--- config.mk ---
export PLATFORM = sky130hd
export DESIGN_NAME = lsu_top
export DESIGN_NICKNAME = d
export VERILOG_FILES = /design/src/hdl/lsu_pkg.sv /design/src/hdl/lsu_fsm.sv /design/src/hdl/lsu_rdata_align.sv /design/src/hdl/lsu_top.sv /design/src/hdl/lsu_wdata_align.sv
export SDC_FILE = /design/constraint.sdc
export NUM_CORES = 1
export LEC_CHECK = 0
export ABC_AREA = 1
export BUFFER_PORTS_ARGS = -buffer_cell sky130_fd_sc_hd__buf_2
export CAP_MARGIN = 10
export CORE_MARGIN = 4
export CORE_UTILIZATION = 25
export DETAILED_ROUTE_END_ITERATION = 8
export PLACE_DENSITY_LB_ADDON = 0.3
export SLEW_MARGIN = 0
export SYNTH_ARGS = -nofsm -noshare
export SYNTH_HDL_FRONTEND = slang
export SYNTH_SLANG_ARGS = --single-unit
--- constraint.sdc ---
create_clock -name clk_i -period 3.13 [get_ports clk_i]
set_input_delay 0.1565 -clock clk_i [delete_from_list [all_inputs] [get_ports clk_i]]
set_output_delay 0.1565 -clock clk_i [all_outputs]
set_load 0.03 [all_outputs]
--- src/hdl/lsu_pkg.sv ---
// load-store unit shared definitions
// data sizes, access size opcode and request state encoding

package lsu_pkg;

  //////////////////////////////////////////////////////////////////////
  // data path sizes
  //////////////////////////////////////////////////////////////////////

  // the lane logic is written for a 32-bit word of four byte lanes
  localparam int unsigned DataWidth   = 32;
  localparam int unsigned NumBytes    = DataWidth / 8;  // byte-enable width
  localparam int unsigned OffsetWidth = 2;              // byte offset inside a word

  //////////////////////////////////////////////////////////////////////
  // access size opcode, as sent by the execute stage
  //////////////////////////////////////////////////////////////////////

  // 2'b11 has no name of its own, every decoder treats it as a byte
  typedef enum logic [1:0] {
    size_word = 2'b00,
    size_half = 2'b01,
    size_byte = 2'b10
  } lsu_size_e;

  //////////////////////////////////////////////////////////////////////
  // request FSM states
  //////////////////////////////////////////////////////////////////////

  // _mis states belong to the first part of a split access
  typedef enum logic [2:0] {
    st_idle,              // no access, first request goes out combinationally
    st_wait_gnt_mis,      // first part requested, grant pending
    st_wait_rvalid_mis,   // first part granted, second part requested
    st_wait_gnt,          // single or second part waiting for grant
    st_wait_rvalid,       // last response pending
    st_wait_rvalid_done   // both granted, first response still pending
  } lsu_state_e;

endpackage

--- src/hdl/lsu_fsm.sv ---
// load-store request FSM
// splits misaligned words and half words into two bus accesses, collects
// bus errors of both parts and holds the last address for the trap value

module lsu_fsm import lsu_pkg::*; #(
  parameter int unsigned AddrWidth = 32  // at least 3
) (
  input  logic                 clk_i,
  input  logic                 rst_ni,

  // execute stage
  input  logic                 data_req_ex_i,
  input  logic                 data_we_ex_i,
  input  lsu_size_e            data_type_ex_i,
  input  logic [AddrWidth-1:0] adder_result_ex_i,

  // bus handshake
  input  logic                 data_gnt_i,
  input  logic                 data_rvalid_i,
  input  logic                 data_err_i,
  output logic                 data_req_o,

  // back to the execute stage
  output logic                 addr_incr_req_o,  // core drives address + 4
  output logic                 data_valid_o,
  output logic                 load_err_o,
  output logic                 store_err_o,
  output logic                 busy_o,
  output logic [AddrWidth-1:0] addr_last_o,

  // data path steering
  output logic                 misaligned_second_o,
  output logic                 ctrl_update_o,
  output logic                 rdata_update_o
);

  lsu_state_e state_q, state_d;

  logic [OffsetWidth-1:0] offset;
  logic                   split_access;
  logic                   second_q, second_d;  // high once the first part is granted
  logic                   err_q, err_d;        // bus error seen on the first part
  logic                   we_q;                // write enable of the access in flight
  logic                   addr_update;
  logic                   access_err;
  logic [AddrWidth-1:0]   addr_last_q;

  assign offset = adder_result_ex_i[OffsetWidth-1:0];

  // word off a word boundary, or half word in the top lane
  assign split_access = ((data_type_ex_i == size_word) && (offset != '0)) ||
                        ((data_type_ex_i == size_half) && (&offset));

  //////////////////////////////////////////////////////////////////////
  // next state and handshake outputs
  //////////////////////////////////////////////////////////////////////

  always_comb begin
    state_d         = state_q;
    second_d        = second_q;
    err_d           = err_q;
    data_req_o      = 1'b0;
    addr_incr_req_o = 1'b0;
    data_valid_o    = 1'b0;
    access_err      = 1'b0;
    addr_update     = 1'b0;
    ctrl_update_o   = 1'b0;
    rdata_update_o  = 1'b0;

    case (state_q)
      st_idle: begin
        if (data_req_ex_i) begin
          data_req_o = 1'b1;
          err_d      = 1'b0;
          if (data_gnt_i) begin
            ctrl_update_o = 1'b1;
            addr_update   = 1'b1;
            second_d      = split_access;
            state_d       = split_access ? st_wait_rvalid_mis : st_wait_rvalid;
          end else begin
            state_d       = split_access ? st_wait_gnt_mis : st_wait_gnt;
          end
        end
      end

      st_wait_gnt_mis: begin
        data_req_o = 1'b1;  // hold first part until granted
        if (data_gnt_i) begin
          ctrl_update_o = 1'b1;
          addr_update   = 1'b1;
          second_d      = 1'b1;
          state_d       = st_wait_rvalid_mis;
        end
      end

      st_wait_rvalid_mis: begin
        // second part goes out while the first response is still pending
        data_req_o      = 1'b1;
        addr_incr_req_o = 1'b1;
        if (data_rvalid_i) begin
          err_d          = data_err_i;
          rdata_update_o = ~we_q;                      // keep upper bytes of a load
          addr_update    = data_gnt_i & ~data_err_i;   // first failing address stays
          state_d        = data_gnt_i ? st_wait_rvalid : st_wait_gnt;
        end else if (data_gnt_i) begin
          state_d = st_wait_rvalid_done;               // two grants outstanding
        end
      end

      st_wait_gnt: begin
        data_req_o      = 1'b1;
        addr_incr_req_o = second_q;  // only the second part needs address + 4
        if (data_gnt_i) begin
          ctrl_update_o = 1'b1;
          addr_update   = ~err_q;
          state_d       = st_wait_rvalid;
        end
      end

      st_wait_rvalid: begin
        if (data_rvalid_i) begin
          data_valid_o = 1'b1;
          access_err   = err_q | data_err_i;  // error from either part
          second_d     = 1'b0;
          state_d      = st_idle;
        end
      end

      st_wait_rvalid_done: begin
        // address + 4 stays so the second address can be captured
        addr_incr_req_o = 1'b1;
        if (data_rvalid_i) begin
          err_d          = data_err_i;
          addr_update    = ~data_err_i;
          rdata_update_o = ~we_q;
          state_d        = st_wait_rvalid;
        end
      end

      default: begin
        state_d = st_idle;
      end
    endcase
  end

  //////////////////////////////////////////////////////////////////////
  // state and access registers
  //////////////////////////////////////////////////////////////////////

  always_ff @(posedge clk_i or negedge rst_ni) begin
    if (!rst_ni) begin
      state_q  <= st_idle;
      second_q <= 1'b0;
      err_q    <= 1'b0;
    end else begin
      state_q  <= state_d;
      second_q <= second_d;
      err_q    <= err_d;
    end
  end

  // write enable picks load or store error at the end
  always_ff @(posedge clk_i or negedge rst_ni) begin
    if (!rst_ni) begin
      we_q <= 1'b0;
    end else if (ctrl_update_o) begin
      we_q <= data_we_ex_i;
    end
  end

  // last granted address, full byte address for the trap value
  always_ff @(posedge clk_i or negedge rst_ni) begin
    if (!rst_ni) begin
      addr_last_q <= '0;
    end else if (addr_update) begin
      addr_last_q <= adder_result_ex_i;
    end
  end

  assign addr_last_o         = addr_last_q;
  assign misaligned_second_o = second_q;
  assign load_err_o          = access_err & ~we_q;
  assign store_err_o         = access_err &  we_q;
  assign busy_o              = (state_q != st_idle);

endmodule

--- src/hdl/lsu_rdata_align.sv ---
// load side of the load-store unit
// captures the access control at grant, keeps the upper bytes of a first
// response and returns the realigned, zero- or sign-extended load data

module lsu_rdata_align import lsu_pkg::*; (
  input  logic                   clk_i,
  input  logic                   rst_ni,

  // steering from the FSM
  input  logic                   ctrl_update_i,        // access granted
  input  logic                   rdata_update_i,       // first response of a split load
  input  logic                   misaligned_second_i,  // split access in its second part

  // execute stage fields, sampled at grant
  input  logic [OffsetWidth-1:0] adder_result_ex_i,
  input  lsu_size_e              data_type_ex_i,
  input  logic                   data_sign_ext_ex_i,

  input  logic [DataWidth-1:0]   data_rdata_i,
  output logic [DataWidth-1:0]   data_rdata_ex_o
);

  logic [OffsetWidth-1:0] offset_q;
  lsu_size_e              size_q;
  logic                   sign_ext_q;

  logic [DataWidth-1:8]   rdata_q;       // upper three bytes of the first response
  logic [DataWidth-1:0]   first_word;
  logic [DataWidth-1:0]   rdata_merged;  // load bytes moved down to lane 0
  logic                   sign_half;
  logic                   sign_byte;

  //////////////////////////////////////////////////////////////////////
  // captured access control
  //////////////////////////////////////////////////////////////////////

  always_ff @(posedge clk_i or negedge rst_ni) begin
    if (!rst_ni) begin
      offset_q   <= '0;
      size_q     <= size_word;
      sign_ext_q <= 1'b0;
    end else if (ctrl_update_i) begin
      offset_q   <= adder_result_ex_i;  // second part carries the same low bits
      size_q     <= data_type_ex_i;
      sign_ext_q <= data_sign_ext_ex_i;
    end
  end

  // partial word, lane 0 is never part of a split load
  always_ff @(posedge clk_i) begin
    if (rdata_update_i) begin
      rdata_q <= data_rdata_i[DataWidth-1:8];
    end
  end

  // lane 0 is filler here and never selected
  assign first_word = {rdata_q, data_rdata_i[7:0]};

  //////////////////////////////////////////////////////////////////////
  // realignment
  //////////////////////////////////////////////////////////////////////

  // lane j of the result comes from bus lane j + offset
  // in the second part of a split, lanes that did not wrap past the
  // word boundary were delivered by the first response
  always_comb begin
    logic [OffsetWidth-1:0] src;
    for (int unsigned j = 0; j < NumBytes; j++) begin
      src = OffsetWidth'(j) + offset_q;
      if (misaligned_second_i && ((j + offset_q) < NumBytes)) begin
        rdata_merged[8*j +: 8] = first_word[8*src +: 8];
      end else begin
        rdata_merged[8*j +: 8] = data_rdata_i[8*src +: 8];  // current response
      end
    end
  end

  //////////////////////////////////////////////////////////////////////
  // size select and extension
  //////////////////////////////////////////////////////////////////////

  assign sign_half = sign_ext_q & rdata_merged[15];  // zero fill when cleared
  assign sign_byte = sign_ext_q & rdata_merged[7];

  always_comb begin
    case (size_q)
      size_word: data_rdata_ex_o = rdata_merged;
      size_half: data_rdata_ex_o = {{(DataWidth-16){sign_half}}, rdata_merged[15:0]};
      default:   data_rdata_ex_o = {{(DataWidth-8){sign_byte}}, rdata_merged[7:0]};
    endcase
  end

endmodule

--- src/hdl/lsu_top.sv ---
// load-store unit top level
// connects the request FSM and the store and load data paths between the
// execute stage and the word-aligned request/grant/response data bus

module lsu_top import lsu_pkg::*; #(
  parameter int unsigned AddrWidth = 32
) (
  input  logic                 clk_i,
  input  logic                 rst_ni,

  // execute stage
  input  logic                 data_req_ex_i,
  input  logic                 data_we_ex_i,
  input  lsu_size_e            data_type_ex_i,
  input  logic [DataWidth-1:0] data_wdata_ex_i,
  input  logic                 data_sign_ext_ex_i,
  input  logic [AddrWidth-1:0] adder_result_ex_i,

  output logic [DataWidth-1:0] data_rdata_ex_o,
  output logic                 data_valid_o,
  output logic                 addr_incr_req_o,
  output logic                 load_err_o,
  output logic                 store_err_o,
  output logic [AddrWidth-1:0] addr_last_o,  // trap value
  output logic                 busy_o,

  // data bus
  output logic                 data_req_o,
  output logic [AddrWidth-1:0] data_addr_o,
  output logic                 data_we_o,
  output logic [NumBytes-1:0]  data_be_o,
  output logic [DataWidth-1:0] data_wdata_o,
  input  logic                 data_gnt_i,
  input  logic                 data_rvalid_i,
  input  logic                 data_err_i,
  input  logic [DataWidth-1:0] data_rdata_i
);

  logic misaligned_second;  // split access in its second part
  logic ctrl_update;
  logic rdata_update;

  assign data_we_o = data_we_ex_i;  // held by the core for the whole access

  lsu_fsm #(
    .AddrWidth (AddrWidth)
  ) i_fsm (
    .clk_i               (clk_i),
    .rst_ni              (rst_ni),
    .data_req_ex_i       (data_req_ex_i),
    .data_we_ex_i        (data_we_ex_i),
    .data_type_ex_i      (data_type_ex_i),
    .adder_result_ex_i   (adder_result_ex_i),
    .data_gnt_i          (data_gnt_i),
    .data_rvalid_i       (data_rvalid_i),
    .data_err_i          (data_err_i),
    .data_req_o          (data_req_o),
    .addr_incr_req_o     (addr_incr_req_o),
    .data_valid_o        (data_valid_o),
    .load_err_o          (load_err_o),
    .store_err_o         (store_err_o),
    .busy_o              (busy_o),
    .addr_last_o         (addr_last_o),
    .misaligned_second_o (misaligned_second),
    .ctrl_update_o       (ctrl_update),
    .rdata_update_o      (rdata_update)
  );

  lsu_wdata_align #(
    .AddrWidth (AddrWidth)
  ) i_wdata (
    .adder_result_ex_i   (adder_result_ex_i),
    .data_type_ex_i      (data_type_ex_i),
    .data_wdata_ex_i     (data_wdata_ex_i),
    .misaligned_second_i (misaligned_second),
    .data_addr_o         (data_addr_o),
    .data_be_o           (data_be_o),
    .data_wdata_o        (data_wdata_o)
  );

  // load path only needs the byte offset
  lsu_rdata_align i_rdata (
    .clk_i               (clk_i),
    .rst_ni              (rst_ni),
    .ctrl_update_i       (ctrl_update),
    .rdata_update_i      (rdata_update),
    .misaligned_second_i (misaligned_second),
    .adder_result_ex_i   (adder_result_ex_i[OffsetWidth-1:0]),
    .data_type_ex_i      (data_type_ex_i),
    .data_sign_ext_ex_i  (data_sign_ext_ex_i),
    .data_rdata_i        (data_rdata_i),
    .data_rdata_ex_o     (data_rdata_ex_o)
  );

endmodule

--- src/hdl/lsu_wdata_align.sv ---
// store side of the load-store unit
// byte enables per size, offset and part, store data rotated into its
// byte lanes and the word-aligned bus address

module lsu_wdata_align import lsu_pkg::*; #(
  parameter int unsigned AddrWidth = 32
) (
  input  logic [AddrWidth-1:0] adder_result_ex_i,
  input  lsu_size_e            data_type_ex_i,
  input  logic [DataWidth-1:0] data_wdata_ex_i,
  input  logic                 misaligned_second_i,  // second part of a split access

  output logic [AddrWidth-1:0] data_addr_o,
  output logic [NumBytes-1:0]  data_be_o,
  output logic [DataWidth-1:0] data_wdata_o
);

  logic [OffsetWidth-1:0] offset;
  logic [NumBytes-1:0]    be_first;   // lanes from the offset upward
  logic [NumBytes-1:0]    be_second;  // lanes that spill into the next word

  assign offset = adder_result_ex_i[OffsetWidth-1:0];

  //////////////////////////////////////////////////////////////////////
  // byte enables
  //////////////////////////////////////////////////////////////////////

  always_comb begin
    case (data_type_ex_i)
      size_word: begin
        be_first  = {NumBytes{1'b1}} << offset;
        be_second = ~be_first;  // lanes below the offset, empty when aligned
      end
      size_half: begin
        be_first  = NumBytes'(2'b11) << offset;  // top byte drops out at offset 3
        be_second = NumBytes'(1'b1);             // only lane 0 left over
      end
      default: begin
        // bytes never split
        be_first  = NumBytes'(1'b1) << offset;
        be_second = be_first;
      end
    endcase
  end

  assign data_be_o = misaligned_second_i ? be_second : be_first;

  //////////////////////////////////////////////////////////////////////
  // store data lanes
  //////////////////////////////////////////////////////////////////////

  // rotate left by offset bytes, lane i takes source byte i - offset
  // both parts share the same rotation, the enables pick the lanes
  always_comb begin
    logic [OffsetWidth-1:0] src;
    for (int unsigned i = 0; i < NumBytes; i++) begin
      src = OffsetWidth'(i) - offset;  // wraps modulo four lanes
      data_wdata_o[8*i +: 8] = data_wdata_ex_i[8*src +: 8];
    end
  end

  // bus only sees whole words
  assign data_addr_o = {adder_result_ex_i[AddrWidth-1:OffsetWidth], {OffsetWidth{1'b0}}};

endmodule

==> impl_table.tex, run 1 <==
\begin{tabular}{lr}
\hline
Metric & Value \\
\hline
\multicolumn{2}{l}{\textbf{Outcome}} \\
\quad Result of the run & finished, violations left \\
\quad Violations in the final reports & negative hold slack \\
\multicolumn{2}{l}{\textbf{Clock tree}} \\
\quad Clock H-tree levels & 3 \\
\quad Later-pin clock latency in the skew report & 340 ps \\
\quad Clock Tree Root & sky130\_fd\_sc\_hd\_\_clkbuf\_16 \\
\quad Clock Tree Buf Depth & 2 \\
\quad \# clock sinks & 67 \\
\quad CTS tree & done \\
\quad Clock transition at path regs & around 70 ps \\
\quad Setup Fix Bufs, Post-CTS & 0 \\
\quad Number of buffers inserted for hold repair after clock tree synthesis & 0 \\
\quad Number of CTS-inserted buffers & 9 \\
\quad Gates resized, CTS repair & 0 \\
\multicolumn{2}{l}{\textbf{Route}} \\
\quad First drt pass iteration count & 5 \\
\quad Drt drc & 0 \\
\quad Routed wirelength normalized by instance count & $\sim$15 um \\
\quad Final ANT Viol Nets & 0 \\
\quad DR vias & about 6700 \\
\quad Wire length after detailed routing & 21890 um \\
\quad Violation count after the first detailed-route iteration & roughly 580 \\
\quad Via count normalized by instance count & $\sim$4.8 \\
\multicolumn{2}{l}{\textbf{Layout}} \\
\quad Commonest non-fill, non-tap cells in the layout & sky130\_fd\_sc\_hd\_\_nand2\_1, sky130\_fd\_sc\_hd\_\_buf\_2, sky130\_fd\_sc\_hd\_\_o21ai\_0, sky130\_fd\_sc\_hd\_\_nand3\_1, sky130\_fd\_sc\_hd\_\_inv\_1 \\
\quad Relative area change from synthesis to final layout & 25.65\% \\
\quad Ant diodes & 0 \\
\quad Fill cell instance count of the final layout & approximately 2700 \\
\quad Total Nets Final & 1204 \\
\quad Ratio of cells with drive above 1 in the final layout & 0.2749 \\
\quad Total area of sequential cells & $\sim$1800 um\^{}2 \\
\quad Most common cell after layout, fill and taps aside & sky130\_fd\_sc\_hd\_\_nand2\_1 \\
\quad Footprint of the multi-input gates & about 3400 um\^{}2 \\
\multicolumn{2}{l}{\textbf{Logic synthesis}} \\
\quad Count of different cell masters after synthesis & 38 \\
\quad Yosys warning total & 0 \\
\quad Most used DFF post-synth & sky130\_fd\_sc\_hd\_\_dfrtp\_1 \\
\quad Post-synthesis average cell area & approximately 6.6 um\^{}2 \\
\quad Number of synthesized flops with an enable pin & 24 \\
\quad Proportion of netlist area held by the largest area contributor & 0.1906 \\
\quad FF+latch count, synth & 67 \\
\quad Cells taking the most area after synthesis & sky130\_fd\_sc\_hd\_\_nand2\_1, sky130\_fd\_sc\_hd\_\_dfrtp\_1, sky130\_fd\_sc\_hd\_\_edfxtp\_1 \\
\quad Seq/Total Area, Yosys & 0.3002 \\
\quad Library cell occupying the most area in the post-synthesis netlist & sky130\_fd\_sc\_hd\_\_nand2\_1 \\
\quad Cells after Synth & just over 900 \\
\quad Synth async-reset ratio & 0.6418 \\
\quad Total standard cell area after synthesis & 5986 um\^{}2 \\
\multicolumn{2}{l}{\textbf{STA}} \\
\quad Rel. slew slack & 0.3393 \\
\quad Share of the cycle needed by the critical path after routing & 0.8577 \\
\quad Slew at the pin closest to its max-slew limit & slightly below 1000 ps \\
\quad Final total negative setup slack & 0 ps \\
\quad Post-layout worst setup margin & roughly 450 ps \\
\quad Achievable clock frequency & about 370 MHz \\
\quad Post-Route Skew & approximately 6.4 ps \\
\quad Number of max-slew violations in the final report & 0 \\
\quad Hold violation total from the final report & 43 \\
\quad Unrepaired setup endpoints after global routing & false \\
\quad Smallest hold slack & -30.38 ps \\
\quad Final-report setup violation count & 0 \\
\quad Clock period minus final worst setup slack & between 2000 and 3000 ps \\
\multicolumn{2}{l}{\textbf{Global route}} \\
\quad Via count of the first global-routing pass & approximately 6300 \\
\quad Residual overflow from global routing & 0 \\
\quad Antenna violations before repair & 3 \\
\quad First-pass GRT wire length & $\sim$34000 um \\
\quad Overall fraction of global-route tracks in use & 0.1603 \\
\quad Largest net degree at the start of global routing & between 60 and 70 \\
\multicolumn{2}{l}{\textbf{Setup path}} \\
\quad Number of buffer and inverter instances along the worst setup path & 3 \\
\quad Crit. Startpoint & i\_rdata.offset\_q[1]\$\_DFFE\_PN0P\_ \\
\quad FF-to-FF setup slack & between 1000 and 1500 ps \\
\quad Top fanout value on the critical path & 16 \\
\quad Crit path required time & just under 3000 ps \\
\quad Critical path, cell by cell & inv\_2 > ha\_1 > inv\_1 > nand2\_1 > nand4\_2 > nand3\_1 > buf\_2 \\
\quad Stage delay of the slowest cell on the critical path & between 500 and 600 ps \\
\quad WP data arrival & about 2500 ps \\
\quad Capture instance of the worst register-to-register path & i\_fsm.addr\_last\_o[30]\$\_DFFE\_PN0P\_ \\
\quad Number of stages on the worst setup path & 7 \\
\quad Worst setup path endpoint & data\_rdata\_ex\_o[23] \\
\quad Crit start category & flop \\
\quad Highest-delay cell along the critical path & sky130\_fd\_sc\_hd\_\_ha\_1 \\
\quad CP Class & flop to output port \\
\quad Worst-case reg-to-reg path depth & 10 \\
\quad Kind of end point of the critical path & output port \\
\quad CP top delay family & simple AND/OR/NAND/NOR gates \\
\quad Startpoint of the worst-slack reg-to-reg timing path & i\_fsm.state\_q[2]\$\_DFFE\_PN0P\_ \\
\multicolumn{2}{l}{\textbf{Pwr}} \\
\quad Worst IR Drop VDD & 0.7866 mV \\
\quad Power Density & roughly 1100 nW/um\^{}2 \\
\quad Leakage power summed over all cells & roughly 0.0041 uW \\
\multicolumn{2}{l}{\textbf{Floorplan}} \\
\quad Standard-cell rows & between 50 and 60 \\
\quad Die height & between 150 and 200 um \\
\quad Horiz. Die Dim & roughly 160 um \\
\quad Initial core utilization & 0.2543 \\
\quad Core Footprint & about 24000 um\^{}2 \\
\quad IO Pins & 245 \\
\quad Area enclosed by the die boundary & 26480 um\^{}2 \\
\multicolumn{2}{l}{\textbf{Flow run}} \\
\quad Reported max-cap violation count & 0 \\
\multicolumn{2}{l}{\textbf{Placed design}} \\
\quad Buffers added on ports & $\sim$240 \\
\quad Weighted congestion at the end of routability-driven global placement & a little over 0.9 \\
\quad Detailed Place HPWL & around 17000 um \\
\quad DP Worst Slack & roughly 600 ps \\
\multicolumn{2}{l}{\textbf{Min path}} \\
\quad Kind of path behind the tightest hold check & primary input to asynchronous set/reset pin \\
\hline
\end{tabular}
[per-stage QoR]
stage | hold slack (ps) | cells | instance area (um^2) | total power [uW] | util
floorplan | -139.1 | 911 | 5989 | 5477 | -
global placement | 363.6 | 1398 | 7214 | 7095 | 0.3064
detailed placement | 369.2 | 1398 | 7214 | 7115 | 0.3064
CTS | 0.04954 | 1414 | 7521 | 8225 | 0.3195
global route | 13.57 | 1414 | 7521 | 8822 | 0.3195
finish | -30.38 | 1414 | 7521 | 8184 | 0.3195
[power breakdown]
part           total, uW  switching, uW  internal [uW]
registers           1460            228           1230
logic               5650           4050           1600
clock network       1080            449            630
[how the worst min path moves through the flow]
stage	cells past startpoint	from	to	slack, ps
2_1_floorplan	0	rst_ni	i_fsm.addr_last_o[0]$_DFFE_PN0P_	-140
3_3_place_gp	3	adder_result_ex_i[3]	i_fsm.addr_last_o[3]$_DFFE_PN0P_	360
3_5_place_dp	3	adder_result_ex_i[9]	i_fsm.addr_last_o[9]$_DFFE_PN0P_	370
4_1_cts	3	adder_result_ex_i[2]	i_fsm.addr_last_o[2]$_DFFE_PN0P_	0.05
5_1_grt	3	adder_result_ex_i[9]	i_fsm.addr_last_o[9]$_DFFE_PN0P_	10
6_report	1	rst_ni	i_fsm.addr_last_o[9]$_DFFE_PN0P_	-30
[worst register-to-register path, delay by kind of cell, from the launching register on]
kind / cells / cell delay (ps)
and+or+nand+nor: 8 / 1040
DFF: 1 / 500
buffers and inverters: 2 / 420
[cell families after synthesis]
logic type | after synthesis | share of synthesized area
compound gates | 189 | 0.1764
fa+ha+maj | 8 | 0.01672
buf+inv | 162 | 0.1340
flops | 67 | 0.3002
mux | 32 | 0.05351
other cells | 1 | 0.0006265
simple gates | 451 | 0.3186
[flip-flops by register name, indices dropped and copies added, names as in the netlist]
| signal | cells |
|---|---|
| i_fsm.we_q | 1 |
| i_fsm.misaligned_second_o | 1 |
| i_rdata.sign_ext_q | 1 |
| i_fsm.err_q | 1 |
| i_fsm.addr_last_o | 32 |
| i_rdata.size_q | 2 |
| i_fsm.state_q | 3 |
| i_rdata.offset_q | 2 |
| i_rdata.rdata_q | 24 |
[cell type report]
class / count / share of cell area
Timing Repair Buffer: 261 / 0.1817
Clock inverter: 7 / 0.01081
Multi-Input combinational cell: 682 / 0.4512
Clock buffer: 9 / 0.02995
Tap cell: 319 / 0.05307
Sequential cell: 67 / 0.2389
Inverter: 69 / 0.03444
[per-layer routing]
layer / track usage / routed length [um]
met5: 0 / 46
met1: 0.2153 / 9462
met3: 0.05467 / 2344
met4: 0.03774 / 336
met2: 0.2492 / 9700
[synth_stat cells, types with 22 or more instances]
cell type                  count
sky130_fd_sc_hd__mux2i_1      32
sky130_fd_sc_hd__o211ai_1     29
sky130_fd_sc_hd__a21oi_1      40
sky130_fd_sc_hd__buf_4        35
sky130_fd_sc_hd__o21ai_0     101
sky130_fd_sc_hd__clkbuf_1     22
sky130_fd_sc_hd__nand2_1     304
sky130_fd_sc_hd__nor2_1       25
sky130_fd_sc_hd__inv_1        64
sky130_fd_sc_hd__dfrtp_1      43
sky130_fd_sc_hd__edfxtp_1     24
sky130_fd_sc_hd__buf_2        32
sky130_fd_sc_hd__nand3_1     101
Power figures use the tool's default switching activity.
==> inputs of run 2 (changes only) <==
==> constraint.sdc (replaced) <==
create_clock -name clk_i -period 3.13 [get_ports clk_i]
set_input_delay 0.4695 -clock clk_i [delete_from_list [all_inputs] [get_ports clk_i]]
set_output_delay 0.4695 -clock clk_i [all_outputs]
set_load 0.03 [all_outputs]
==> impl_table.tex, run 2 (synthesized netlist as in run 1, its figures left out) <==
\begin{tabular}{lr}
\hline
Metric & Value \\
\hline
\multicolumn{2}{l}{\textbf{Layout}} \\
\quad Footprint of the multi-input gates & approximately 3400 um\^{}2 \\
\quad Final core utilization & 0.3202 \\
\quad Most common cell after layout, fill and taps aside & sky130\_fd\_sc\_hd\_\_nand2\_1 \\
\quad Ratio of cells with drive above 1 in the final layout & 0.2762 \\
\quad Total Nets Final & around 1200 \\
\quad Commonest non-fill, non-tap cells in the layout & sky130\_fd\_sc\_hd\_\_nand2\_1, sky130\_fd\_sc\_hd\_\_buf\_2, sky130\_fd\_sc\_hd\_\_o21ai\_0, sky130\_fd\_sc\_hd\_\_nand3\_1, sky130\_fd\_sc\_hd\_\_inv\_1 \\
\quad Area of all placed cells without fillers & around 7500 um\^{}2 \\
\quad Flip-flop count of the largest register, all copies and words added & 32 \\
\quad Fill cell instance count of the final layout & between 2000 and 3000 \\
\quad Relative area change from synthesis to final layout & 25.94\% \\
\quad Total area of sequential cells & between 1500 and 2000 um\^{}2 \\
\multicolumn{2}{l}{\textbf{Setup path}} \\
\quad Critical path, cell by cell & ha\_1 > inv\_1 > nand2\_1 > inv\_1 > nand2\_1 > nand3\_1 > nand3\_1 > nand4\_2 > nand3\_1 > buf\_2 \\
\quad CP top delay family & simple AND/OR/NAND/NOR gates \\
\quad Top fanout value on the critical path & 16 \\
\quad Worst-case reg-to-reg path depth & 9 \\
\quad Crit start category & flop \\
\quad Kind of end point of the critical path & output port \\
\quad Number of buffer and inverter instances along the worst setup path & 3 \\
\quad WP data arrival & roughly 2400 ps \\
\quad CP Class & flop to output port \\
\quad Stage delay of the slowest cell on the critical path & around 460 ps \\
\quad Number of stages on the worst setup path & 10 \\
\quad Highest-delay cell along the critical path & sky130\_fd\_sc\_hd\_\_dfrtp\_1 \\
\quad Most repeated library cell on the critical path & sky130\_fd\_sc\_hd\_\_nand3\_1 \\
\quad Crit path required time & about 2700 ps \\
\multicolumn{2}{l}{\textbf{Route}} \\
\quad Final ANT Viol Nets & 0 \\
\quad Routed wirelength normalized by instance count & around 15 um \\
\quad Wire length after detailed routing & 21960 um \\
\quad DR vias & about 6700 \\
\quad First drt pass iteration count & 5 \\
\quad Violation count after the first detailed-route iteration & between 500 and 600 \\
\quad Via count normalized by instance count & roughly 4.7 \\
\quad Drt drc & 0 \\
\multicolumn{2}{l}{\textbf{Clock tree}} \\
\quad Clock Tree Buf Depth & 2 \\
\quad Number of buffers inserted for hold repair after clock tree synthesis & 0 \\
\quad \# clock sinks & 67 \\
\quad CTS tree & done \\
\quad Clock Tree Root & sky130\_fd\_sc\_hd\_\_clkbuf\_16 \\
\quad Clock transition at path regs & 70 ps \\
\quad Clock H-tree levels & 3 \\
\quad Setup Fix Bufs, Post-CTS & 0 \\
\quad Number of CTS-inserted buffers & 9 \\
\quad Gates resized, CTS repair & 0 \\
\quad Later-pin clock latency in the skew report & around 350 ps \\
\multicolumn{2}{l}{\textbf{Placed design}} \\
\quad Weighted congestion at the end of routability-driven global placement & 0.8995 \\
\quad Placed cell area & 7229 um\^{}2 \\
\quad Buffers added on ports & between 200 and 250 \\
\quad Detailed Place HPWL & 16660 um \\
\multicolumn{2}{l}{\textbf{Pwr}} \\
\quad Power dissipated by switching net loads & 4700 uW \\
\quad Part of the total power dissipated in the clock network & 0.131 \\
\quad Worst IR Drop VDD & just under 0.9 mV \\
\quad Power Density & about 1100 nW/um\^{}2 \\
\quad Power, Total & 8173 uW \\
\quad Leakage power summed over all cells & 0.004073 uW \\
\quad Portion of total power attributed to sequential cells & 0.178 \\
\quad Switching share of power & 0.5751 \\
\quad Internal Power & around 3500 uW \\
\quad Combinational group share of total power & 0.691 \\
\multicolumn{2}{l}{\textbf{STA}} \\
\quad Final-report setup violation count & 0 \\
\quad Number of max-slew violations in the final report & 0 \\
\quad Slew at the pin closest to its max-slew limit & around 1000 ps \\
\quad Rel. slew slack & 0.3336 \\
\quad Achievable clock frequency & 347.7 MHz \\
\quad Smallest hold slack & 284.1 ps \\
\quad Post-Route Skew & between 9 and 10 ps \\
\quad Share of the cycle needed by the critical path after routing & 0.9190 \\
\quad Unrepaired setup endpoints after global routing & false \\
\quad Clock period minus final worst setup slack & $\sim$2900 ps \\
\quad Hold violation total from the final report & 0 \\
\quad Final total negative setup slack & 0 ps \\
\multicolumn{2}{l}{\textbf{Min path}} \\
\quad Kind of path behind the tightest hold check & primary input to asynchronous set/reset pin \\
\multicolumn{2}{l}{\textbf{Floorplan}} \\
\quad Horiz. Die Dim & around 160 um \\
\quad Standard-cell rows & 56 \\
\quad IO Pins & roughly 250 \\
\quad Initial core utilization & 0.2543 \\
\quad Area enclosed by the die boundary & approximately 26000 um\^{}2 \\
\quad Die height & between 150 and 200 um \\
\quad Core Footprint & roughly 24000 um\^{}2 \\
\multicolumn{2}{l}{\textbf{Global route}} \\
\quad Antenna violations before repair & 1 \\
\quad Largest net degree at the start of global routing & 60 \\
\quad First-pass GRT wire length & between 30000 and 40000 um \\
\quad Residual overflow from global routing & 0 \\
\quad Via count of the first global-routing pass & approximately 6300 \\
\quad Overall fraction of global-route tracks in use & 0.1601 \\
\multicolumn{2}{l}{\textbf{Flow run}} \\
\quad Reported max-cap violation count & 0 \\
\multicolumn{2}{l}{\textbf{Outcome}} \\
\quad Result of the run & complete, no violations \\
\hline
\end{tabular}
[run 2: cell types whose count changed in the layout (fill, tap and decap cells not counted), sizes merged]
cell,before,now
buf,261,263
inv,71,70
clkinv,3,4
diode,0,1
[run 2: power by group through the flow]
stage	clock (uW)	combinational, uW	sequential (uW)
after floorplan	0	3690	1790
after global placement	0	5650	1470
after detailed placement	0	5670	1460
after CTS	1110	5670	1460
after global routing	1140	6200	1510
final	1070	5650	1460
[run 2: worst register-to-register path, stage by stage (launching register included)]
cell                      delay [ps]
sky130_fd_sc_hd__dfrtp_1         480
sky130_fd_sc_hd__inv_2           110
sky130_fd_sc_hd__nand2_1         100
sky130_fd_sc_hd__nor2_4          190
sky130_fd_sc_hd__nand3_2         110
sky130_fd_sc_hd__nand2_2         220
sky130_fd_sc_hd__nand2_2         320
sky130_fd_sc_hd__nand2_4         400
sky130_fd_sc_hd__nand2_1         110
sky130_fd_sc_hd__nand2_1          70
[run 2: worst paths after layout]
kind | from | endpoint | slack, ps
setup / recovery | i_rdata.offset_q[0]$_DFFE_PN0P_ | data_rdata_ex_o[18] | 250
hold / removal | rst_ni | i_fsm.addr_last_o[14]$_DFFE_PN0P_ | 280
setup reg to reg | i_fsm.state_q[2]$_DFFE_PN0P_ | i_fsm.addr_last_o[9]$_DFFE_PN0P_ | 980
hold reg to reg | i_fsm.addr_last_o[27]$_DFFE_PN0P_ | i_fsm.addr_last_o[27]$_DFFE_PN0P_ | 510
max in group asynchronous | rst_ni | i_rdata.offset_q[0]$_DFFE_PN0P_ | 2220
min in group clk_i | adder_result_ex_i[31] | i_fsm.addr_last_o[31]$_DFFE_PN0P_ | 320
[run 2: final cells by class]
cell class                      instances  share of cell area
Inverter                               69             0.03436
Clock inverter                          7             0.01079
Timing Repair Buffer                  263              0.1832
Antenna cell                            1           0.0003320
Tap cell                              319             0.05295
Sequential cell                        67              0.2383
Clock buffer                            9             0.02988
Multi-Input combinational cell        682              0.4501
[run 2: metrics by stage]
stage | setup slack, ps | instances
finish | 253.6 | 1417
detailed placement | 640.1 | 1400
floorplan | 148.4 | 911
CTS | 268.5 | 1416
global placement | 662.2 | 1400
global route | 26.22 | 1416
[run 2: metal layers]
metal	track usage	share of wire	routed length, um
met5	0	0.00091	20
met4	0.03317	0.0093	204
met3	0.05416	0.094	2068
met2	0.2543	0.45	9921
met1	0.2129	0.44	9740
